`src/cam_defines.svh`:
```
// ###################################################################
// Camera path constants: frame size, raster timing and field widths
// ###################################################################
`ifndef CAM_DEFINES_SVH
`define CAM_DEFINES_SVH

// Scaled-down frame, sizes both buffers and all address counters
`define CAM_FRAME_W 16
`define CAM_FRAME_H 12
`define CAM_ADDR_W 8

// Raster totals and sync windows (syncs are active low)
`define CAM_H_TOTAL 24
`define CAM_V_TOTAL 16
`define CAM_HSYNC_START 18
`define CAM_HSYNC_END 20
`define CAM_VSYNC_START 13
`define CAM_VSYNC_END 14

// Pixel fields
`define CAM_PIX_W 12
`define CAM_GRAY_W 4

`endif
```
`src/cam_pkg.sv`:
```
// ###################################################################
// Camera path types: pixel, address, intensity and sequencer state
// ###################################################################
`include "cam_defines.svh"

package cam_pkg;

    // RGB444, red in the top nibble
    typedef logic [`CAM_PIX_W-1:0] pixel_t;

    // Linear address, row * width + column
    typedef logic [`CAM_ADDR_W-1:0] pix_addr_t;

    typedef logic [`CAM_GRAY_W-1:0] gray_t;

    // Mode of the top-level sequencer
    typedef enum logic [1:0] {
        NORMAL,
        GRAY,
        EDGE,
        SHOW
    } cam_state_t;

endpackage

```
`src/pixel_capture.sv`:
```
// ###################################################################
// Pixel capture: writes one streamed frame into buffer one
// ###################################################################
`timescale 1ns/1ps
`include "cam_defines.svh"

module pixel_capture (
    input  logic               clk_25_vga,
    input  logic               reset_global,
    input  logic               capture_en,
    input  logic               frame_start,
    input  logic               pix_valid,
    input  cam_pkg::pixel_t    pix_data,
    output logic               pix_ready,
    output logic               req,
    output logic               we,
    output cam_pkg::pix_addr_t addr,
    output cam_pkg::pixel_t    wdata,
    input  logic               ack,
    output logic               frame_end
);
    localparam int LAST = `CAM_FRAME_W * `CAM_FRAME_H - 1;

    logic armed;
    logic wait_low;
    logic sof;
    logic take;

    // Stalled while a write is out or its ack is still high
    assign pix_ready = !req && !wait_low;
    // frame_start marks the first pixel and travels with it
    assign sof  = frame_start && pix_valid && pix_ready;
    assign take = pix_valid && pix_ready && (armed || (frame_start && capture_en));
    assign we   = req;

    always_ff @(posedge clk_25_vga or posedge reset_global) begin
        if (reset_global) begin
            armed     <= 1'b0;
            wait_low  <= 1'b0;
            req       <= 1'b0;
            addr      <= '0;
            frame_end <= 1'b0;
        end else begin
            frame_end <= 1'b0;
            if (sof) begin
                armed <= capture_en;
            end
            if (take) begin
                req  <= 1'b1;
                addr <= frame_start ? '0 : addr + 1'b1;
            end
            if (req && ack) begin
                req      <= 1'b0;
                wait_low <= 1'b1;
                if (addr == cam_pkg::pix_addr_t'(LAST)) begin
                    armed     <= 1'b0;
                    frame_end <= 1'b1;
                end
            end
            if (wait_low && !ack) begin
                wait_low <= 1'b0;
            end
        end
    end

    always_ff @(posedge clk_25_vga) begin
        if (take) begin
            wdata <= pix_data;
        end
    end

endmodule

```
`config.mk`:
```
export PLATFORM = sky130hd
export DESIGN_NAME = pixel_capture
export DESIGN_NICKNAME = d
export VERILOG_FILES = /design/src/cam_pkg.sv /design/src/pixel_capture.sv
export VERILOG_INCLUDE_DIRS = /design/src
export SDC_FILE = /design/constraint.sdc
export NUM_CORES = 1
export LEC_CHECK = 0
export BUFFER_PORTS_ARGS = -buffer_cell sky130_fd_sc_hd__buf_2
export CORE_MARGIN = 3
export CORE_UTILIZATION = 50
export DETAILED_ROUTE_END_ITERATION = 8
export PLACE_DENSITY = 0.9
export SYNTH_ARGS = -nofsm -noshare
export SYNTH_HDL_FRONTEND = slang
export SYNTH_SLANG_ARGS = --single-unit
export TNS_END_PERCENT = 30
```
`constraint.sdc`:
```
create_clock -name clk_25_vga -period 3.1 [get_ports clk_25_vga]
set_input_delay 0.465 -clock clk_25_vga [delete_from_list [all_inputs] [get_ports clk_25_vga]]
set_output_delay 0.465 -clock clk_25_vga [all_outputs]
set_load 0.01 [all_outputs]
```
Word-level counts from Yosys, hierarchy flattened
Cells that the tools add are included.
- word-level logic and storage cells: 32
- input port bits: 18
- memory bits (writable): 0
- latch bits: 0
- output and inout bits: 24
- memories kept: 0
- ROM bits: 0
- register bits after elaboration: 24
- reduce and logical (&&, ||, !) cells: 14
- eq/ne operators: 1
- magnitude comparators: 0
- shift operators: 0
- bitwise operators: 0
- mux-type cells: 10
- divide/modulo/power cells: 0
- $add $sub $neg: 1
- multipliers: 0
- operator list (cell ; number):
    2-to-1 mux 1 bit ; 9
    adder 8 x 1 -> 8 bit, second input constant ; 1
    == test 8 bit, second input constant ; 1
    logical AND 1 bit ; 8
    2-to-1 mux 8 bit ; 1
    nonzero test 2 bit ; 2
    logical NOT 1 bit ; 3
    logical OR 1 bit ; 1

Logic depth before layout (Yosys ltp)
Gate-level depths: netlist of the first run.
- depth in word-level cells: 6
- depth in mapped cells: 4
- gate-level depth less buffers: 4

Worst setup path before layout of the first run
Ideal clock, no wire load.
- kind: reg2reg
- start: register req
- end: register addr[0]
- arrival time: 2008 ps
- library setup time: 125 ps
- cell stages (with the launch flop): 5
- required time: 2975 ps
- setup slack: 967 ps
- clock period less this slack: 2133 ps
- buffers on the path: 1
- cell sequence: dfrtp_1 or3b_4 buf_6 nor2_1 mux2_2
- cells in the longest elaborated chain, start to end: 4
- RTL lines (element ; line ; source):
    from (decl) ; pixel_capture.sv:15 ; output logic req,
    from (signal assigned) ; pixel_capture.sv:40 ; req <= 1'b0;
    from (signal assigned) ; pixel_capture.sv:49 ; req <= 1'b1;
    from (signal assigned) ; pixel_capture.sv:53 ; req <= 1'b0;
    logical NOT 1 bit ; pixel_capture.sv:30 ; assign pix_ready = !req && !wait_low;
    logical AND 1 bit ; pixel_capture.sv:30 ;
    logical AND 1 bit (2 in series) ; pixel_capture.sv:33 ; assign take = pix_valid && pix_ready && (armed || (frame_start && capture_en));
    via take ; pixel_capture.sv:27 ; logic take;
    to (signal assigned) ; pixel_capture.sv:50 ; addr <= frame_start ? '0 : addr + 1'b1;
    to (decl) ; pixel_capture.sv:17 ; output cam_pkg::pix_addr_t addr,
The timed path passes the listed nets, and every way through them passes these cells.
A chain may end at the register's enable or synchronous reset.

Worst setup path in the final report of the first run
- start: register armed
- end: register addr[0]
- cells in the longest elaborated chain, start to end: 2
- RTL lines (element ; line ; source):
    from (decl) ; pixel_capture.sv:24 ; logic armed;
    from (signal assigned) ; pixel_capture.sv:46 ; armed <= capture_en;
    logical OR 1 bit ; pixel_capture.sv:33 ;
    logical AND 1 bit ; pixel_capture.sv:33 ;
    via take ; pixel_capture.sv:27 ;
The timed path passes the listed nets, and every way through them passes these cells.

==> impl_metrics.yaml, run 1 <==
cells_and_area:
  fill_cells: 143
  n_antenna_cell: 0
  fin_area_sq_um: 1260
  final_common_cell: "buf_2"
  syn2layout_area_growth_pct: 23.8
  fin_cells: 145
  final_nets: 140
  final_cell_mix: "buf_2, dfrtp_1, edfxtp_1"
  final_layout_size_suffix_gt1_share_pct: 40.8
timing:
  rsz0062_at_grt: "false"
  fin_skew_ns: 0.000867
  finalHoldViolations: 0
  slew_headroom_pct: 42.6
  hold_ws_ns: 0.160
  worst_pin_slew_ns: 0.861
  fin_crit_ns: 1.78
  worst_slack_ns: 1.32
  setup_viol: 0
  fmaxAchievable_mhz: 561
  maxSlewViolCount: 0
  setup_tns_ns: 0
  finalCritPeriodShare_pct: 57.5
pwr:
  p_leak_nw: 0.563
  vdd_drop_max_mv: 0.413
  power_density_nw_per_um2: 690
floorplan:
  dieArea_sq_um: 2620
  die_y_um: 51.2
  coreArea_sq_um: 1820
  top_level_ports: 42
  rows: 15
  start_util_pct: 56.0
  chipWidth_um: 51.2
placement:
  hpwl_um: 1530
  place_ws_ns: 1.12
  place_inst: 141
  placed_cell_area_sq_um: 1240
  globalplace.congestion: 0.812
  portBuffers: 41
synthesis:
  ys_seq_area_share_pct: 64.8
  synth-seq-cells: 24
  avgSynthCellArea_sq_um: 13.1
  yosysUniqueCellTypes: 28
  synth_cells: 78
  mappedNetlistNets: 97
  ys_warn_count: 0
  syn-cell-area_sq_um: 1020
setup_path:
  path_cells: "a21oi_1, nor2_1, buf_4, mux2_2"
  cp.required_ns: 3.30
  r2r_slack_ns: 1.32
  critPathMaxFanout: 14
  cp-end-kind: "register"
  arrival_ns: 1.98
  slowest_stage: "a21oi_1"
  critPathLaunchType: "register"
  max_stage_delay_ns: 0.67
  path_class: "reg2reg"
global_routing:
  grt.overflow.total: 0
  grt_pass1_vias: 754
  grt_max_degree: 15
  antenna_found_initial: 0
  grt_pass1_wl_um: 3300
  grt_usage_pct: 17.2
drt:
  detail_route.iter0.violations: 22
  wirelength_um: 2050
  drt_first_pass_iters: 4
  wl_per_cell_um: 14.1
  routed_via_density: 5.45
  antenna_left: 0
  vias: 790
  drc: 0
worst_hold_path:
  worstHoldPathType: "in2async"
cts:
  cts.sinks: 24
  htree_num_levels: 1
  clock_tree.buffer_depth: 2
  cts_hold_buf: 0
  cts_tree: "yes"
  cts_buffers: 3
  post_cts_buffers: 0
  clk_latency_ns: 0.30
  ctsResizeCount: 0
  cts-root-buf: "clkbuf_4"
  cts.clk_slew.worst_paths_ns: 0.11
job:
  cap_viol_max_count: 0
status:
  status: "finished, final reports clean"
==> critical path, delay by kind of cell (launching register included) <==
kind	cells	cell delay, ns
simple gates	1	0.09
flops	1	0.41
mux	1	0.28
buf+inv	1	0.23
compound gates	1	0.67
==> worst paths after layout <==
| check | start | endpoint | cells after the start |
|---|---|---|---|
| min reg2reg | addr[6]$_DFFE_PP0P_ | frame_end$_DFF_PP0_ | 1 |
| min in group clk_25_vga | pix_data[7] | wdata[7]$_DFFE_PP_ | 1 |
| max in group asynchronous | reset_global | frame_end$_DFF_PP0_ | 2 |
| min | reset_global | addr[1]$_DFFE_PP0P_ | 2 |
| max reg2reg | armed$_DFF_PP0_ | addr[0]$_DFFE_PP0P_ | 4 |
| max | armed$_DFF_PP0_ | addr[0]$_DFFE_PP0P_ | 4 |
==> metal layers <==
metal	GRT usage, %	part of all wire (%)
met3	2.92	5.8
met5	0	0
met4	8.07	2.1
met1	21.0	41
met2	29.4	51
==> synth_stat cells (all sizes together) <==
cell type,n,share of area [%]
o21ai,4,2.0
edfxtp,12,35
or3b,1,1.1
clkbuf,1,0.37
o41ai,1,0.86
o21bai,3,2.2
ha,1,1.2
dfrtp,12,29
nand3,3,1.5
nor2,8,2.9
mux2,1,1.1
a21oi,3,1.5
o31ai,2,1.5
o22ai,1,0.61
mux2i,4,3.9
inv,5,1.8
nor4,3,3.1
buf,3,2.3
o31a,1,0.86
nand4bb,1,1.1
nand4,3,1.8
a31o,1,0.86
nor2b,1,0.61
nor3,1,0.49
or4,2,1.5
==> flip-flops by register name (all words and copies together), names as in the netlist <==
register	cells
frame_end	1
wdata	12
req	1
addr	8
wait_low	1
armed	1
==> kinds of logic after synthesis <==
group                    Yosys count  synth area share [%]
AO/OA/AOI/OAI                     16                  10.3
adder cells (fa/ha/maj)            1                  1.23
buffers and inverters              9                  4.54
flip-flops                        24                  64.8
multiplexers                       5                  5.03
AND/OR/NAND/NOR                   23                  14.1
==> layout make-up <==
class / count / area, sq um / area share [%]
repair buffers: 42 / 213 / 16.8
multi-input cells: 45 / 313 / 24.8
flip-flops and latches: 24 / 661 / 52.3
well taps: 25 / 31.3 / 2.48
clock buffers: 4 / 26.3 / 2.08
inverters: 5 / 18.8 / 1.49
==> metrics by stage <==
step           power (mW)  util, %
2_1_floorplan       0.650        -
3_3_place_gp        0.732     67.9
3_5_place_dp        0.745     67.9
4_1_cts             0.877     69.3
5_1_grt             0.930     69.3
6_report            0.872     69.3
==> where the power goes <==
| group | leakage (nW) | total, mW | switching (mW) | internal [mW] |
|---|---|---|---|---|
| clock | 0.0150 | 0.133 | 0.0829 | 0.0502 |
| sequential | 0.271 | 0.465 | 0.0570 | 0.408 |
| combinational | 0.277 | 0.273 | 0.163 | 0.110 |
| total | 0.563 | 0.872 | 0.303 | 0.568 |
No activity file was read; power rests on OpenSTA's default activity.
==> run 2, diff against run 1 <==
CORE_UTILIZATION = 42   (was 50)
PLACE_DENSITY = 0.81   (was 0.9)
clock period = 1.5 ns   (was 3.1 ns; I/O delays follow)
==> run 2 against run 1 <==
  * The flow now finishes with violations (setup timing)
  * Maximum frequency up 13%
  * Clock skew about the same
  * Combinational power rose to 3.1 times the previous value
  * Final cell count up 9.0%
  * Via count up 6.6%
  * Largest power group unchanged
==> impl_metrics.yaml, run 2 (synthesis results as in run 1) <==
job:
  cap_viol_max_count: 0
cts:
  cts-root-buf: "clkbuf_4"
  htree_num_levels: 1
  cts_buffers: 3
  clk_latency_ns: 0.30
  cts.clk_slew.worst_paths_ns: 0.12
  clock_tree.buffer_depth: 2
  cts_tree: "yes"
  cts.sinks: 24
global_routing:
  grt_max_degree: 14
  antenna_found_initial: 0
  grt.overflow.total: 0
  grt_pass1_wl_um: 3530
  grt_pass1_vias: 819
  grt_usage_pct: 14.2
cells_and_area:
  largest_register_ffs: 12
  fill_cells: 200
  multiInputGateArea_sq_um: 340
  final_cell_mix: "buf_2, edfxtp_1, dfrtp_1"
  reg_top3: "wdata (12), addr (8)"
  regMostFlops: "wdata"
  seq_area_sq_um: 662
  final_common_cell: "buf_2"
  post-route-util_pct: 62.0
  syn2layout_area_growth_pct: 37.1
  final_nets: 150
  n_antenna_cell: 0
  final_layout_size_suffix_gt1_share_pct: 48.5
setup_path:
  critPathLaunchType: "register"
  arrival_ns: 1.78
  cp.required_ns: 1.70
  cp-end-kind: "register"
  critPathMaxFanout: 6
  path_class: "reg2reg"
  r2r_slack_ns: -0.07
drt:
  top_layer: "met3"
  drc: 0
  wirelength_um: 2170
  wl_met2_um: 1000
  antenna_left: 0
  m1WireLength_um: 978
  routed_via_density: 5.33
  vias: 842
  detail_route.iter0.violations: 18
  wl_per_cell_um: 13.7
  drt_first_pass_iters: 4
  dr_wl_met3_um: 191
placement:
  place_ws_ns: -0.0675
  portBuffers: 41
  hpwl_um: 1610
  globalplace.congestion: 0.816
pwr:
  p_leak_nw: 0.626
  vdd_drop_max_mv: 0.957
  power_mw: 2.05
  power_density_nw_per_um2: 1460
timing:
  finalCritPeriodShare_pct: 105
  fin_crit_ns: 1.57
  maxSlewViolCount: 0
  finalHoldViolations: 0
  worst_slack_ns: -0.0715
  worst_pin_slew_ns: 0.460
  setup_viol: 17
  slew_headroom_pct: 69.3
  rsz0062_at_grt: "true"
  fin_skew_ns: 0.00127
  fmaxAchievable_mhz: 636
  setup_tns_ns: -0.911
floorplan:
  dieArea_sq_um: 3060
  chipWidth_um: 55.3
  top_level_ports: 42
  rows: 17
  start_util_pct: 45.2
  coreArea_sq_um: 2250
  die_y_um: 55.3
status:
  violations: "setup timing"
  status: "finished with violations"
worst_hold_path:
  worstHoldPathType: "in2reg"
[run 2: metrics by stage]
step | cells | hold slack (ns) | instance area [sq um]
floorplan | 78 | 0.0896 | 1030
global placement | 151 | 0.254 | 1330
detailed placement | 151 | 0.263 | 1330
CTS | 157 | 0.0759 | 1380
global route | 158 | 0.0653 | 1400
finish | 158 | 0.0889 | 1400
[run 2: where the power goes]
part,internal [mW],total (mW),switching (mW)
logic,0.405,0.855,0.450
registers,0.846,0.918,0.0721
clock network,0.0969,0.273,0.176
[run 2: worst paths after layout]
check / from / end / cells after the start
worst max register to register: wait_low$_DFFE_PP0P_ / addr[2]$_DFFE_PP0P_ / 4
max in group asynchronous: reset_global / req$_DFFE_PP0P_ / 3
worst min-delay path: pix_data[4] / wdata[4]$_DFFE_PP_ / 1
min in group asynchronous: reset_global / addr[7]$_DFFE_PP0P_ / 3
worst max-delay path: wait_low$_DFFE_PP0P_ / addr[2]$_DFFE_PP0P_ / 4
worst min register to register: addr[6]$_DFFE_PP0P_ / frame_end$_DFF_PP0_ / 1
[run 2: repair_timing]
item	CTS	global route
endpoints found under the setup margin	19	20
pin swaps	3	0
endpoints found under the hold margin	12	0
hold buffers	1	0
setup buffers	1	1
gates cloned	0	0
resized for setup	1	3
[run 2: worst max-delay path: stages (launching register included)]
cell and delay, ns:
dfrtp_1 0.40, or3b_4 0.45, buf_12 0.15, o31a_1 0.29
a31o_1 0.18
[run 2: routing by layer]
metal / track usage (%) / up-vias
met1: 18.8 / 405
met3: 4.21 / 0
li1: - / 396
met4: 4.17 / 0
met5: 0 / -
met2: 22.5 / 41
[run 2: final cells by class]
type | count | share of cell area, %
Sequential cell | 24 | 47.4
Multi-Input combinational cell | 45 | 24.4
Clock inverter | 1 | 0.269
Timing Repair Buffer | 52 | 22.6
Inverter | 5 | 1.34
Clock buffer | 3 | 1.61
Tap cell | 28 | 2.51
==> run 3, diff against run 2 <==
ABC_AREA = 1   (was not set)
SLEW_MARGIN = 10   (was not set)
==> run 3 against run 2 <==
  * The flow now finishes without violations
  * Cell area shrank 6.8%
  * Clock-buffer cell count grew 1
  * Via count shrank 2.3%
  * Combinational power shrank 22%
  * Non-clock buffer count shrank 10
  * Routed wire length shrank 2.7%
  * Area after synthesis grew 1.2%
  * Final cell count grew 5.1%
  * Core utilization shrank 4.8 points
  * Setup slack gained 0.20 ns
  * Critical endpoint is now wdata[11]$_DFFE_PP_
  * Largest cell class unchanged
  * Largest power group unchanged
  * Highest routed layer is now met4
==> impl_metrics.yaml, run 3 <==
setup_path:
  worstRegToRegCells: 3
  critPathMaxFanout: 12
  cp-end-kind: "register"
  path_class: "reg2reg"
  cp.required_ns: 1.51
  arrival_ns: 1.37
  critPathLaunchType: "register"
cells_and_area:
  final_layout_size_suffix_gt1_share_pct: 38.4
  final_nets: 158
  syn2layout_area_growth_pct: 26.2
  n_antenna_cell: 0
  regMostFlops: "wdata"
  fill_cells: 196
  largest_register_ffs: 12
  final_common_cell: "buf_2"
  reg_top3: "wdata (12), addr (8)"
  final_cell_mix: "buf_2, nand2_1, dfrtp_1, edfxtp_1, nor2_1"
  fin_area_sq_um: 1300
drt:
  vias: 823
  drc: 0
  antenna_left: 0
  wl_per_cell_um: 12.7
  wirelength_um: 2110
  drt_first_pass_iters: 2
  detail_route.iter0.violations: 12
  routed_via_density: 4.96
  top_layer: "met4"
  dr_wl_met3_um: 119
  wl_met2_um: 1060
  m1WireLength_um: 901
placement:
  globalplace.congestion: 0.772
  hpwl_um: 1600
  placed_cell_area_sq_um: 1240
  portBuffers: 41
floorplan:
  rows: 17
  dieArea_sq_um: 3090
  chipWidth_um: 55.6
  top_level_ports: 42
  die_y_um: 55.6
  coreArea_sq_um: 2280
  start_util_pct: 45.4
global_routing:
  antenna_found_initial: 0
  grt_pass1_vias: 845
  grt.overflow.total: 0
  grt_usage_pct: 13.6
  grt_max_degree: 26
  grt_pass1_wl_um: 3420
cts:
  clk_latency_ns: 0.32
  htree_num_levels: 1
  cts-root-buf: "clkbuf_4"
  cts_buffers: 3
  clock_tree.buffer_depth: 2
  cts.sinks: 24
  cts_tree: "yes"
  cts.clk_slew.worst_paths_ns: 0.13
  ctsResizeCount: 0
  post_cts_buffers: 0
synthesis:
  synth_cells: 93
  avgSynthCellArea_sq_um: 11.1
  yosys-top-cells-area: "edfxtp_1, dfrtp_1, nand2_1"
  synth_top_area_share_pct: 34.9
  synth_flop_cell: "edfxtp_1"
  async_reset_ff_share_pct: 50.0
  yosysUniqueCellTypes: 20
  ys_top_cells_by_count: "nand2_1, dfrtp_1, edfxtp_1"
  synth-seq-cells: 24
  syn-cell-area_sq_um: 1030
  ys_warn_count: 0
  synthMostInstantiatedCell: "nand2_1"
  synth_top_cell_by_area: "edfxtp_1"
  ys_seq_area_share_pct: 64.0
  mappedNetlistNets: 112
  synth-edff-count: 12
pwr:
  vdd_drop_max_mv: 0.878
  power_density_nw_per_um2: 1530
  p_leak_nw: 0.644
worst_hold_path:
  whs_path_depth: 1
  worstHoldPathType: "in2reg"
timing:
  setup_tns_ns: 0
  slew_headroom_pct: 69.1
  fin_crit_ns: 1.37
  fin_skew_ns: 0.00482
  fmaxAchievable_mhz: 731
  setup_viol: 0
  finalHoldViolations: 0
  maxSlewViolCount: 0
  rsz0062_at_grt: "false"
  finalCritPeriodShare_pct: 91.2
  worst_pin_slew_ns: 0.463
status:
  status: "finished, final reports clean"
job:
  cap_viol_max_count: 0
==> run 3: cell count changes in the layout (fill, tap and decap cells not counted), sizes merged, moves of 3 or more <==
| cell | delta |
|---|---|
| buf | -10 |
| inv | +5 |
| mux2i | -4 |
| nand2 | +20 |
| nand3 | +5 |
| nor2 | +4 |
| nor4 | -3 |
| o21bai | -3 |
==> run 3: final timing paths <==
kind	start	endpoint	slack [ns]
max reg2reg	req$_DFFE_PP0P_	wdata[11]$_DFFE_PP_	0.13
max	req$_DFFE_PP0P_	wdata[11]$_DFFE_PP_	0.13
min in group asynchronous	reset_global	wait_low$_DFFE_PP0P_	0.43
min reg2reg	addr[1]$_DFFE_PP0P_	addr[1]$_DFFE_PP0P_	0.59
min	pix_data[8]	wdata[8]$_DFFE_PP_	0.07
max in group asynchronous	reset_global	addr[4]$_DFFE_PP0P_	0.75
==> run 3: per-stage QoR <==
step                worst slack [ns]  utilization (%)  power [mW]  hold WS (ns)  cells
floorplan                      0.168                -        1.44        0.0897     93
finish                         0.132             57.2        1.99        0.0706    166
detailed placement            0.0966             54.7        1.64         0.256    160
CTS                           0.0716             56.7        1.98        0.0700    165
global route                  0.0198             57.2        2.11        0.0577    166
global placement               0.164             54.7        1.61         0.256    160
==> run 3: cell type report <==
cell class / instances / area, sq um / area share [%]
clock buffer: 4 / 36.3 / 2.79
inverter: 10 / 37.5 / 2.88
multi-input combinational: 58 / 318 / 24.4
sequential: 24 / 661 / 50.7
tap: 28 / 35.0 / 2.69
timing repair buffer: 42 / 215 / 16.5
==> run 3: critical path, stage by stage (launching register included) <==
cell and delay [ns]:
dfrtp_1 0.46, nor2_4 0.18, nand2_4 0.11, nor2_4 0.30
==> run 3: kinds of logic (layout without fill, tap and decap cells) <==
kind of cell	Yosys count	in the layout	synth area share, %
flops	24	24	64.0
fa+ha+maj	1	1	1.21
simple gates	45	46	22.5
buf+inv	12	56	6.30
compound gates	11	11	5.94
==> run 3: per-layer routing <==
metal | track usage, % | vias to the layer above
li1 | - | 405
met1 | 16.0 | 385
met2 | 24.5 | 28
met3 | 2.55 | 5
met4 | 5.21 | 0
met5 | 0 | -
==> run 3: timing repair <==
item	CTS	global route
endpoints found under the hold margin	12	0
hold buffers	1	0
setup endpoints to repair	0	4
==> run 3: power breakdown <==
part	internal (mW)	leakage [nW]	switching [mW]
Combinational	0.244	0.354	0.420
Clock	0.149	0.0210	0.190
Sequential	0.860	0.269	0.124
