<file path="config.mk">
export PLATFORM = sky130hd
export DESIGN_NAME = gray_pass
export DESIGN_NICKNAME = d
export VERILOG_FILES = /design/src/cam_pkg.sv /design/src/gray_pass.sv
export VERILOG_INCLUDE_DIRS = /design/src
export SDC_FILE = /design/constraint.sdc
export NUM_CORES = 1
export LEC_CHECK = 0
export BUFFER_PORTS_ARGS = -buffer_cell sky130_fd_sc_hd__buf_4
export CORE_UTILIZATION = 54
export DETAILED_ROUTE_END_ITERATION = 16
export HOLD_SLACK_MARGIN = 0.03
export PLACE_DENSITY = 0.84
export SLEW_MARGIN = 5
export SYNTH_ARGS = -nofsm -noshare
export SYNTH_HDL_FRONTEND = slang
export SYNTH_SLANG_ARGS = --single-unit
</file>
<file path="constraint.sdc">
create_clock -name clk_25_vga -period 3.65 [get_ports clk_25_vga]
set_clock_uncertainty 0.15 [all_clocks]
set_input_delay 0.73 -clock clk_25_vga [delete_from_list [all_inputs] [get_ports clk_25_vga]]
set_output_delay 0.73 -clock clk_25_vga [all_outputs]
set_load 0.02 [all_outputs]
</file>
<file path="src/cam_defines.svh">
// ###################################################################
// Camera path constants: frame size, raster timing and field widths
// ###################################################################
`ifndef CAM_DEFINES_SVH
`define CAM_DEFINES_SVH

// Scaled-down frame, sizes both buffers and all address counters
`define CAM_FRAME_W 16
`define CAM_FRAME_H 12
`define CAM_ADDR_W 8

// Raster totals and sync windows (syncs are active low)
`define CAM_H_TOTAL 24
`define CAM_V_TOTAL 16
`define CAM_HSYNC_START 18
`define CAM_HSYNC_END 20
`define CAM_VSYNC_START 13
`define CAM_VSYNC_END 14

// Pixel fields
`define CAM_PIX_W 12
`define CAM_GRAY_W 4

`endif
</file>
<file path="src/cam_pkg.sv">
// ###################################################################
// Camera path types: pixel, address, intensity and sequencer state
// ###################################################################
`include "cam_defines.svh"

package cam_pkg;

    // RGB444, red in the top nibble
    typedef logic [`CAM_PIX_W-1:0] pixel_t;

    // Linear address, row * width + column
    typedef logic [`CAM_ADDR_W-1:0] pix_addr_t;

    typedef logic [`CAM_GRAY_W-1:0] gray_t;

    // Mode of the top-level sequencer
    typedef enum logic [1:0] {
        NORMAL,
        GRAY,
        EDGE,
        SHOW
    } cam_state_t;

endpackage

</file>
<file path="src/gray_pass.sv">
// ###################################################################
// Grayscale pass: read, convert and write back every buffer one pixel
// ###################################################################
`timescale 1ns/1ps
`include "cam_defines.svh"

module gray_pass (
    input  logic               clk_25_vga,
    input  logic               reset_global,
    input  logic               start,
    output logic               done,
    output logic               req,
    output logic               we,
    output cam_pkg::pix_addr_t addr,
    output cam_pkg::pixel_t    wdata,
    input  logic               ack,
    input  cam_pkg::pixel_t    rdata
);
    localparam int LAST = `CAM_FRAME_W * `CAM_FRAME_H - 1;

    typedef enum logic [1:0] {IDLE, XFER, REL, FIN} gray_state_t;

    gray_state_t    state;
    logic [5:0]     luma_sum;
    cam_pkg::gray_t gray_val;

    // (r + 2g + b) / 4, truncated
    assign luma_sum = rdata[11:8] + {rdata[7:4], 1'b0} + rdata[3:0];
    assign gray_val = luma_sum[5:2];

    always_ff @(posedge clk_25_vga or posedge reset_global) begin
        if (reset_global) begin
            state <= IDLE;
            req   <= 1'b0;
            we    <= 1'b0;
            addr  <= '0;
            done  <= 1'b0;
        end else begin
            case (state)
                IDLE: begin
                    if (start) begin
                        addr  <= '0;
                        we    <= 1'b0;
                        req   <= 1'b1;
                        state <= XFER;
                    end
                end
                XFER: begin
                    if (ack) begin
                        req   <= 1'b0;
                        state <= REL;
                    end
                end
                // After a read comes the write-back, after a write the next pixel
                REL: begin
                    if (!ack) begin
                        if (!we) begin
                            we    <= 1'b1;
                            req   <= 1'b1;
                            state <= XFER;
                        end else if (addr == cam_pkg::pix_addr_t'(LAST)) begin
                            done  <= 1'b1;
                            state <= FIN;
                        end else begin
                            addr  <= addr + 1'b1;
                            we    <= 1'b0;
                            req   <= 1'b1;
                            state <= XFER;
                        end
                    end
                end
                default: begin
                    if (!start) begin
                        done  <= 1'b0;
                        state <= IDLE;
                    end
                end
            endcase
        end
    end

    always_ff @(posedge clk_25_vga) begin
        if (state == XFER && ack && !we) begin
            wdata <= {gray_val, gray_val, gray_val};
        end
    end

endmodule

</file>
# --- After elaboration in Yosys (flattened, before gate mapping) ---
# Index checks and enable logic that the tools add are counted.
# Widths: inputs -> output; s select.
op_classes:
  n_addsub: 3
  eq_ne: 12
  muxes: 28
  bitwise_logic: 1
  reduce_logical: 12
op_table:
  columns: ["cell", "n"]
  rows:
  - ["$mux 8", 4]
  - ["$pmux 8 s2", 1]
  - ["$reduce_and 5->1", 3]
  - ["$mux 1", 13]
  - ["$mux 2", 6]
  - ["$ne 2x2->1 const B", 6]
  - ["$add 8x1->8 const B", 1]
  - ["$eq 8x8->1 const B", 1]
  - ["$add 4x5->6", 1]
  - ["$add 6x4->6", 1]
  - ["$pmux 2 s3", 1]
  - ["$ne 4x1->1 const B", 1]
  - ["$pmux 1 s2", 2]
  - ["$reduce_and 4->1", 1]
  - ["$ne 3x3->1 const B", 1]
  - ["$pmux 1 s3", 1]
  - ["$reduce_and 3->1", 1]
  - ["$reduce_bool 3->1", 1]
  - ["$eq 2x1->1 const B", 1]
  - ["$eq 2x2->1 const B", 1]
  - ["$logic_and 1x1->1", 2]
  - ["$logic_not 2->1", 1]
  - ["$ne 2x1->1 const B", 1]
  - ["$reduce_bool 2->1", 1]
  - ["3 further kinds", 3]
word_totals:
  register_bits: 25
  out_inout_bits: 23
  elab_cells: 62

# --- Depth between registers and ports, before layout ---
# Gate-level depths: netlist (run 1).
logic_depth:
  depth_word: 5
  depth_mapped: 8

# --- Least setup slack after synthesis (run 1) ---
# Ideal clock, no wire load.
synth_path:
  path_kind: "input-to-reg"
  startpoint: "in rdata[1]"
  endpoint: "reg wdata[9] (data pin)"
  arrival_time_ps: 1925
  required_ps: 3242
  setup_slack_ps: 1318
  cell_stages: 5
  path_buffers: 0
  cell_sequence: "inv_1 -> fa_1 -> nand3b_1 -> fa_1 -> xnor2_1"
synth_via:
  elab_chain_len: 1
synth_lines:
  columns: ["item", "line", "source"]
  rows:
  - ["from (decl)", "gray_pass.sv:17", "input cam_pkg::pixel_t rdata"]
  - ["$add 6x4->6", "gray_pass.sv:28", "assign luma_sum = rdata[11:8] + {rdata[7:4], 1'b0} + rdata[3:0];"]
  - ["net luma_sum[3]", "gray_pass.sv:24", "logic [5:0] luma_sum;"]
  - ["to (signal assigned)", "gray_pass.sv:84", "wdata <= {gray_val, gray_val, gray_val};"]
  - ["to (decl)", "gray_pass.sv:15", "output cam_pkg::pixel_t wdata,"]
# The timed path passes the listed nets, and every way through them passes these cells.
# A chain may end at the register's enable or synchronous reset.

# --- Final worst setup path (run 1) ---
layout_path:
  startpoint: "in rdata[4]"
  endpoint: "reg wdata[7] (data pin)"
layout_via:
  elab_chain_len: 2
layout_lines:
  columns: ["item", "line"]
  rows:
  - ["$add 4x5->6", "gray_pass.sv:28"]
  - ["$add 6x4->6", "gray_pass.sv:28"]
  - ["net luma_sum[5]", "gray_pass.sv:24"]
# The timed path passes the listed nets, and every way through them passes these cells.

==> results of run 1 <==
## registers in the layout (all words and copies together), names as in the netlist
signal	flops
addr	8
state	2
we	1
req	1
wdata	4
done	1
## placed cells by master (no fill, tap or decap), drive strengths merged, types with 2 or more instances in the layout
cell,count
nand3,3
dfrtp,13
inv,11
buf,38
ha,4
xnor2,3
nor3,2
nand2b,5
edfxtp,4
clkbuf,4
nor2,4
fa,4
o21ai,10
a21oi,7
o211ai,2
nand2,12
## path summary, 6_finish.rpt
| path | slack [ns] | depth (start not counted) | end | start |
|---|---|---|---|---|
| worst max-delay path | 1.38 | 8 | wdata[7]$_DFFE_PP_ | rdata[4] |
| worst min-delay path | 0.32 | 2 | addr[4]$_DFFE_PP0P_ | reset_global |
| worst max register to register | 1.99 | 5 | req$_DFFE_PP0P_ | addr[0]$_DFFE_PP0P_ |
| worst min register to register | 0.38 | 1 | done$_DFFE_PP0P_ | done$_DFFE_PP0P_ |
| max in group asynchronous | 2.67 | 2 | we$_DFFE_PP0P_ | reset_global |
| min in group clk_25_vga | 0.38 | 1 | done$_DFFE_PP0P_ | done$_DFFE_PP0P_ |
## metal layers
| layer | GRT usage, % | vias to the layer above |
|---|---|---|
| met5 | 0 | - |
| met4 | 4.90 | 0 |
| met3 | 3.43 | 4 |
| met2 | 36.8 | 28 |
| met1 | 24.6 | 492 |
| li1 | - | 467 |
## metrics by stage
stage          instances  instance area (sq um)
3_3_place_gp         170                   1440
2_1_floorplan        117                   1210
3_5_place_dp         170                   1440
6_report             174                   1460
4_1_cts              174                   1460
5_1_grt              174                   1460
## power by group through the flow
stage / logic (mW) / clock network [mW] / registers [mW]
6_report: 0.372 / 0.0979 / 0.341
5_1_grt: 0.407 / 0.106 / 0.350
4_1_cts: 0.374 / 0.0985 / 0.340
3_5_place_dp: 0.370 / 0 / 0.344
3_3_place_gp: 0.363 / 0 / 0.336
2_1_floorplan: 0.282 / 0 / 0.339
## cell families (layout without fill, tap and decap cells)
| group | count (synthesis) | in the layout |
|---|---|---|
| DFF | 17 | 17 |
| adders and majority gates | 8 | 8 |
| xor gates and xnor gates | 3 | 3 |
| muxes | 1 | 1 |
| AOI/OAI and AO/OA | 30 | 30 |
| buffers and inverters | 23 | 53 |
| and+or+nand+nor | 35 | 35 |
## layout make-up
cell class	count	area share (%)
Inverter	11	2.82
Multi-Input combinational cell	77	43.2
Timing Repair Buffer	38	19.5
Tap cell	27	2.31
Clock buffer	4	1.79
Sequential cell	17	30.4
==> results.cfg, run 1 <==
[run_status]
status = finished, final reports clean

[synth]
muxShareOfSynthArea_pct = 0.826
synthCells = 117
syn-mean-instance-area_sq_um = 10.4
synth_edf_count = 4
syn_nets = 141
synth.most_common_cell = dfrtp_1
ys_types = 44
async_flop_share_pct = 76.5
synth-simple-area-share_pct = 20.7
synth_top_family_by_area = simple AND/OR/NAND/NOR gates
synth_flop_cell = dfrtp_1
ys_seq_elements = 17
synth_xor_area_share_pct = 2.17
synth-compound-area-share_pct = 17.8
seq_area_frac_synth_pct = 36.8
synth_area_leaders = dfrtp_1, edfxtp_1, fa_1
yosysWarnings = 0
syn_area_sq_um = 1210
yosysTopAreaCell = dfrtp_1
synthTopCellsByCount = dfrtp_1, inv_1, nand2_1, buf_4, o21ai_0
synthAdderAreaFrac_pct = 10.7
yosysTopAreaCellShare_pct = 26.9

[detailed_routing]
drtPass1Iterations = 4
routed-wl-met3_microns = 97
wl_per_cell_microns = 13.3
met2_wirelength_microns = 1200
num_vias = 991
postRouteAntennaNets = 0
drt-total-wl_microns = 2320
drt-met1-wl_microns = 998
viasPerCell = 5.70
drc = 0
drt-initial-drc-count = 9
top_layer = met4

[critical_path]
worstPathRequired_ns = 3.64
cp-end-kind = register
critical_path_class = input pin to register
cp.arrival_ns = 2.26
crit_fanout = 2
cp.buffers_inverters = 2
crit_chain = buf_4 -> inv_1 -> fa_1 -> nand3b_1 -> fa_1 -> nor2b_1 -> o21ai_0 -> nand2b_1
cp_top_family = adder cells
slowest_delay_ns = 0.42
cpMaxStageDelayCell = fa_1
crit_top_cell = fa_1
start_kind = input pin

[sta]
rsz0062_at_grt = false
slew_headroom_pct = 63.9
period_needed_ns = 2.27
max_freq_ghz = 0.441
hold_violations = 0
period_share_pct = 62.1
slew_viol_final = 0
worst_pin_slew_ns = 0.537
tns_ns = 0
fin_ws_ns = 1.38
hold_slack_ns = 0.319
setup_viol = 0

[power]
power_leakage_nw = 0.711
ir_drop_uv = 542
finalPower_mw = 0.811
p_per_area_nw_per_um2 = 554
intPower_mw = 0.470
p_seq_share_pct = 42.0
switching_power_mw = 0.341
switching_share_pct = 42.1
pwr-share-comb_pct = 45.9
clkPwrFrac_pct = 12.1

[global_route]
grt_pass1_vias = 895
grt_pass1_wl_microns = 3840
antenna_found_initial = 0
gr-total-overflow = 0
grt_usage_pct = 20.3
grt_start_max_net_pins = 14

[floorplanning]
core_area_sq_um = 2040
io_pins = 39
rows = 16
die_area_sq_um = 2440
dieHeight_microns = 49.4
die-width_microns = 49.4
start_util_pct = 59.3

[final_layout]
nNetsFinal = 172
diodes = 0
layout-drive-gt1-share_pct = 36.7
syn2layout_area_growth_pct = 20.9
utilization_pct = 71.7
multi_input_area_sq_um = 632
num-fill-cells = 161
seqCellArea_sq_um = 445

[hold_path]
min_path_type = input pin to async pin

[place]
gp_congestion = 0.779
dp_slack_ns = 1.14
port-buffer-count = 38
dpl.hpwl_microns = 1800

[clock_tree]
cts_buffer_depth = 2
cts_sinks = 17
cts_buffers = 3
cts_tree = built
clk_pin_slew_ns = 0.10
holdBufCountCts = 0
h-tree-depth = 1
clock_insertion_delay_worst_skew_ns = 0.28
ctsResizeCount = 0
post_cts_buffers = 0
root_buffer = clkbuf_4

[run]
maxCapViolCount = 0
No activity file was read; power rests on OpenSTA's default activity.
==> run 2: changes to the inputs <==
--- a/config.mk
+++ b/config.mk
@@ -6,11 +6,12 @@
 export SDC_FILE = /design/constraint.sdc
 export NUM_CORES = 1
 export LEC_CHECK = 0
+export ABC_AREA = 1
 export BUFFER_PORTS_ARGS = -buffer_cell sky130_fd_sc_hd__buf_4
-export CORE_UTILIZATION = 54
+export CORE_UTILIZATION = 46
 export DETAILED_ROUTE_END_ITERATION = 16
 export HOLD_SLACK_MARGIN = 0.03
-export PLACE_DENSITY = 0.84
+export PLACE_DENSITY = 0.76
 export SLEW_MARGIN = 5
 export SYNTH_ARGS = -nofsm -noshare
 export SYNTH_HDL_FRONTEND = slang
==> constraint.sdc (replaced) <==
create_clock -name clk_25_vga -period 2 [get_ports clk_25_vga]
set_clock_uncertainty 0.15 [all_clocks]
set_input_delay 0.4 -clock clk_25_vga [delete_from_list [all_inputs] [get_ports clk_25_vga]]
set_output_delay 0.4 -clock clk_25_vga [all_outputs]
set_load 0.02 [all_outputs]
==> results.cfg, run 2 <==
[synth]
yosysWarnings = 0
yosysTopAreaCellShare_pct = 25.5
ys_seq_elements = 17
synth_edf_count = 4
ys_types = 28
syn-mean-instance-area_sq_um = 8.52
yosysTopAreaCell = dfrtp_1
synth_flop_cell = dfrtp_1
syn_nets = 174
syn_area_sq_um = 1280
synthTopCellsByCount = nand2_1, inv_1, nand3_1, dfrtp_1
synth_area_leaders = dfrtp_1, edfxtp_1, nand2_1
synth.most_common_cell = nand2_1
async_flop_share_pct = 76.5
synthCells = 150
seq_area_frac_synth_pct = 34.9

[global_route]
grt_pass1_wl_microns = 3700
grt_usage_pct = 17.4
grt_pass1_vias = 917
grt_start_max_net_pins = 15
gr-total-overflow = 0
antenna_found_initial = 0

[critical_path]
r2r_end = addr[1]$_DFFE_PP0P_
start_kind = input pin
cp.arrival_ns = 1.76
cp-end-kind = register
r2r_cells = 7
critical_path_class = input pin to register
crit_fanout = 2
worstPathRequired_ns = 1.91
r2r-start = addr[0]$_DFFE_PP0P_
r2r_slack_ns = 0.35

[detailed_routing]
num_vias = 1045
drt-total-wl_microns = 2330
drc = 0
wl_per_cell_microns = 10.8
drt-initial-drc-count = 15
postRouteAntennaNets = 0
drtPass1Iterations = 4
viasPerCell = 4.86

[place]
dpl.hpwl_microns = 1820
dp.cells = 210
gp_congestion = 0.776
dp_slack_ns = -0.162
port-buffer-count = 38
postPlaceCellArea_sq_um = 1520

[clock_tree]
clk_pin_slew_ns = 0.10
cts_buffers = 3
cts_buffer_depth = 2
root_buffer = clkbuf_4
post_cts_buffers = 0
cts_tree = built
clock_insertion_delay_worst_skew_ns = 0.29
cts_sinks = 17
h-tree-depth = 1

[sta]
period_share_pct = 92.5
period_needed_ns = 1.85
slew_viol_final = 0
max_freq_ghz = 0.540
worst_pin_slew_ns = 0.519
setup_viol = 0
slew_headroom_pct = 65.3
fin_ws_ns = 0.150
hold_slack_ns = 0.311
tns_ns = 0
rsz0062_at_grt = false
hold_violations = 0

[floorplanning]
rows = 18
die_area_sq_um = 2990
start_util_pct = 50.2
die-width_microns = 54.7
io_pins = 39
dieHeight_microns = 54.7
core_area_sq_um = 2540

[final_layout]
final_area_sq_um = 1560
top_register = addr
num-fill-cells = 226
utilization_pct = 61.4
syn2layout_area_growth_pct = 22.2
mostFrequentLayoutCells = buf_4, nand2_1, inv_1
layout-drive-gt1-share_pct = 38.9
diodes = 0
largest_reg_flops = 8
reg_top3 = addr x8, wdata x4, state x2
final_common_cell = buf_4
nNetsFinal = 210
finalNonFillerCells = 215

[power]
switching_share_pct = 45.9
p_per_area_nw_per_um2 = 957
p_seq_share_pct = 35.9
ir_drop_uv = 731
switching_power_mw = 0.687
power_leakage_nw = 0.778
clkPwrFrac_pct = 12.4
intPower_mw = 0.808
pwr-share-comb_pct = 51.7
finalPower_mw = 1.50

[hold_path]
hold_depth = 5
hold_path_end = done$_DFFE_PP0P_
min_from = start
min_path_type = input pin to register

[run_status]
status = finished, final reports clean

[run]
maxCapViolCount = 0
run 2: cells by family after synthesis:
group	count (synthesis)	synth area share (%)
AND/OR/NAND/NOR	68	28.2
buffers and inverters	34	14.2
AO/OA/AOI/OAI	20	10.5
flip-flops	17	34.9
adder cells (fa/ha/maj)	8	10.2
XOR/XNOR	3	2.06
run 2: routing by layer:
metal	track usage (%)	share of wire, %	vias to the layer above
met4	3.85	0.60	0
met2	29.9	52	19
met1	20.7	43	484
met3	5.83	3.7	2
met5	0	0	-
li1	-	-	540
run 2: worst max-delay path by stage:
stage,start,endpoint,slack [ns],cells after the start
final,rdata[1],wdata[9]$_DFFE_PP_,0.15,7
after detailed placement,rdata[4],wdata[9]$_DFFE_PP_,-0.16,7
after CTS,rdata[4],wdata[9]$_DFFE_PP_,0.17,7
after floorplan,rdata[1],wdata[9]$_DFFE_PP_,0.006,6
after global routing,rdata[4],wdata[9]$_DFFE_PP_,0.12,7
after global placement,rdata[1],wdata[9]$_DFFE_PP_,-0.12,7
run 2: cell type report:
| cell class | count | area, sq um | area share, % |
|---|---|---|---|
| clock buffer | 3 | 22.5 | 1.44 |
| clock inverter | 1 | 5.00 | 0.321 |
| inverter | 24 | 90.1 | 5.77 |
| multi-input combinational | 99 | 651 | 41.7 |
| sequential | 17 | 445 | 28.5 |
| tap | 30 | 37.5 | 2.40 |
| timing repair buffer | 41 | 310 | 19.9 |
run 2: worst max-delay path: stages:
cell and delay [ns]:
buf_4 0.08, inv_1 0.04, fa_1 0.46, nor2_1 0.18, inv_1 0.07, fa_1 0.39, xnor2_1 0.14
run 2: repair_timing:
action	4_1_cts	5_1_grt
resized for setup	0	0
hold endpoints to repair	13	0
hold buffers	1	0
run 2: power by group through the flow:
stage	sequential, mW	combinational (mW)	clock, mW
floorplan	0.576	0.599	0
global placement	0.539	0.758	0
detailed placement	0.542	0.776	0
CTS	0.536	0.781	0.194
global route	0.554	0.858	0.209
finish	0.536	0.773	0.186
==> run 3: changes to the inputs <==
==> constraint.sdc (replaced) <==
create_clock -name clk_25_vga -period 1.7 [get_ports clk_25_vga]
set_clock_uncertainty 0.15 [all_clocks]
set_input_delay 0.34 -clock clk_25_vga [delete_from_list [all_inputs] [get_ports clk_25_vga]]
set_output_delay 0.34 -clock clk_25_vga [all_outputs]
set_load 0.02 [all_outputs]
==> results.cfg, run 3 (synthesis results as in run 2) <==
[run_status]
status = finished, violations left
violations = negative setup slack

[final_layout]
finalNonFillerCells = 218
nNetsFinal = 213
syn2layout_area_growth_pct = 26.8
utilization_pct = 63.7
largest_reg_flops = 8
layout-drive-gt1-share_pct = 44.7
reg_top3 = addr x8, wdata x4, state x2
final_area_sq_um = 1620
top_register = addr
mostFrequentLayoutCells = buf_4, nand2_1, inv_1
diodes = 0
num-fill-cells = 231
final_common_cell = buf_4

[sta]
period_needed_ns = 1.76
slew_headroom_pct = 64.9
fin_ws_ns = -0.0602
period_share_pct = 104
worst_pin_slew_ns = 0.526
tns_ns = -0.0602
hold_slack_ns = 0.263
hold_violations = 0
setup_viol = 1
max_freq_ghz = 0.568
slew_viol_final = 0
rsz0062_at_grt = true

[place]
dpl.hpwl_microns = 1960
port-buffer-count = 38
dp.cells = 211
gp_congestion = 0.769
postPlaceCellArea_sq_um = 1550

[hold_path]
min_from = start
min_path_type = input pin to register

[detailed_routing]
drt-initial-drc-count = 21
postRouteAntennaNets = 0
drc = 0
num_vias = 1065
drt-total-wl_microns = 2460
viasPerCell = 4.89
wl_per_cell_microns = 11.3
drtPass1Iterations = 4

[critical_path]
worstPathRequired_ns = 1.61
cp-end-kind = register
start_kind = input pin
crit_start = rdata[1]
r2r_slack_ns = 0.15
crit_end = wdata[8]$_DFFE_PP_
r2r_end = addr[1]$_DFFE_PP0P_
critical_path_class = input pin to register
r2r-start = addr[1]$_DFFE_PP0P_
cp.arrival_ns = 1.67
crit_fanout = 2
r2r_cells = 7

[floorplanning]
start_util_pct = 50.2
core_area_sq_um = 2540
die_area_sq_um = 2990
die-width_microns = 54.7
dieHeight_microns = 54.7
rows = 18
io_pins = 39

[global_route]
grt_pass1_wl_microns = 4040
antenna_found_initial = 0
grt_usage_pct = 18.7
grt_pass1_vias = 963
gr-total-overflow = 0
grt_start_max_net_pins = 15

[clock_tree]
h-tree-depth = 1
cts_tree = built
clk_pin_slew_ns = 0.10
root_buffer = clkbuf_4
clock_insertion_delay_worst_skew_ns = 0.29
cts_buffer_depth = 2
cts_buffers = 3
cts_sinks = 17

[power]
p_per_area_nw_per_um2 = 1110
power_leakage_nw = 0.788
ir_drop_uv = 1100

[run]
maxCapViolCount = 0
-- run 3: layout make-up --
class,count,area (sq um),area share [%]
multi-input cells,99,672,41.5
clock buffers,4,26.3,1.62
inverters,24,90.1,5.56
repair buffers,44,348,21.5
flip-flops and latches,17,447,27.6
well taps,30,37.5,2.32
-- run 3: stage by stage --
step	power [mW]	setup slack (ns)
finish	1.79	-0.0602
global route	1.95	-0.0957
CTS	1.81	-0.0561
detailed placement	1.57	-0.441
global placement	1.54	-0.351
floorplan	1.40	-0.211
-- run 3: what timing repair did --
action / CTS / global route
cloned: 0 / 0
buffers inserted: 1 / 1
pin swaps: 1 / 0
endpoints found under the hold margin: 13 / 0
hold buffers: 1 / 0
endpoints found under the setup margin: 3 / 6
resized for setup: 9 / 3
-- run 3: report_power, final --
part           internal [mW]  total [mW]  switching [mW]  leakage, nW
sequential             0.522       0.636           0.114        0.206
clock                 0.0912       0.220           0.129       0.0150
combinational          0.363       0.937           0.574        0.566
-- run 3: per-layer routing --
metal,vias up,global-route usage (%),routed length [microns]
li1,548,-,-
met3,0,5.00,77
met5,-,0,0
met2,21,32.5,1340
met4,0,1.28,0
met1,496,23.8,1050
-- run 3: critical path, stage by stage --
cell	delay [ns]
buf_6	0.07
inv_2	0.03
fa_1	0.48
nor2_2	0.13
inv_1	0.07
fa_2	0.52
inv_2	0.03
-- run 3: how the worst min path moves through the flow --
stage | endpoint | slack [ns] | depth (start not counted)
after global placement | req$_DFFE_PP0P_ | 0.26 | 2
after floorplan | addr[0]$_DFFE_PP0P_ | 0.07 | 1
final | done$_DFFE_PP0P_ | 0.26 | 5
after CTS | done$_DFFE_PP0P_ | 0.26 | 5
after global routing | done$_DFFE_PP0P_ | 0.30 | 6
after detailed placement | req$_DFFE_PP0P_ | 0.27 | 2
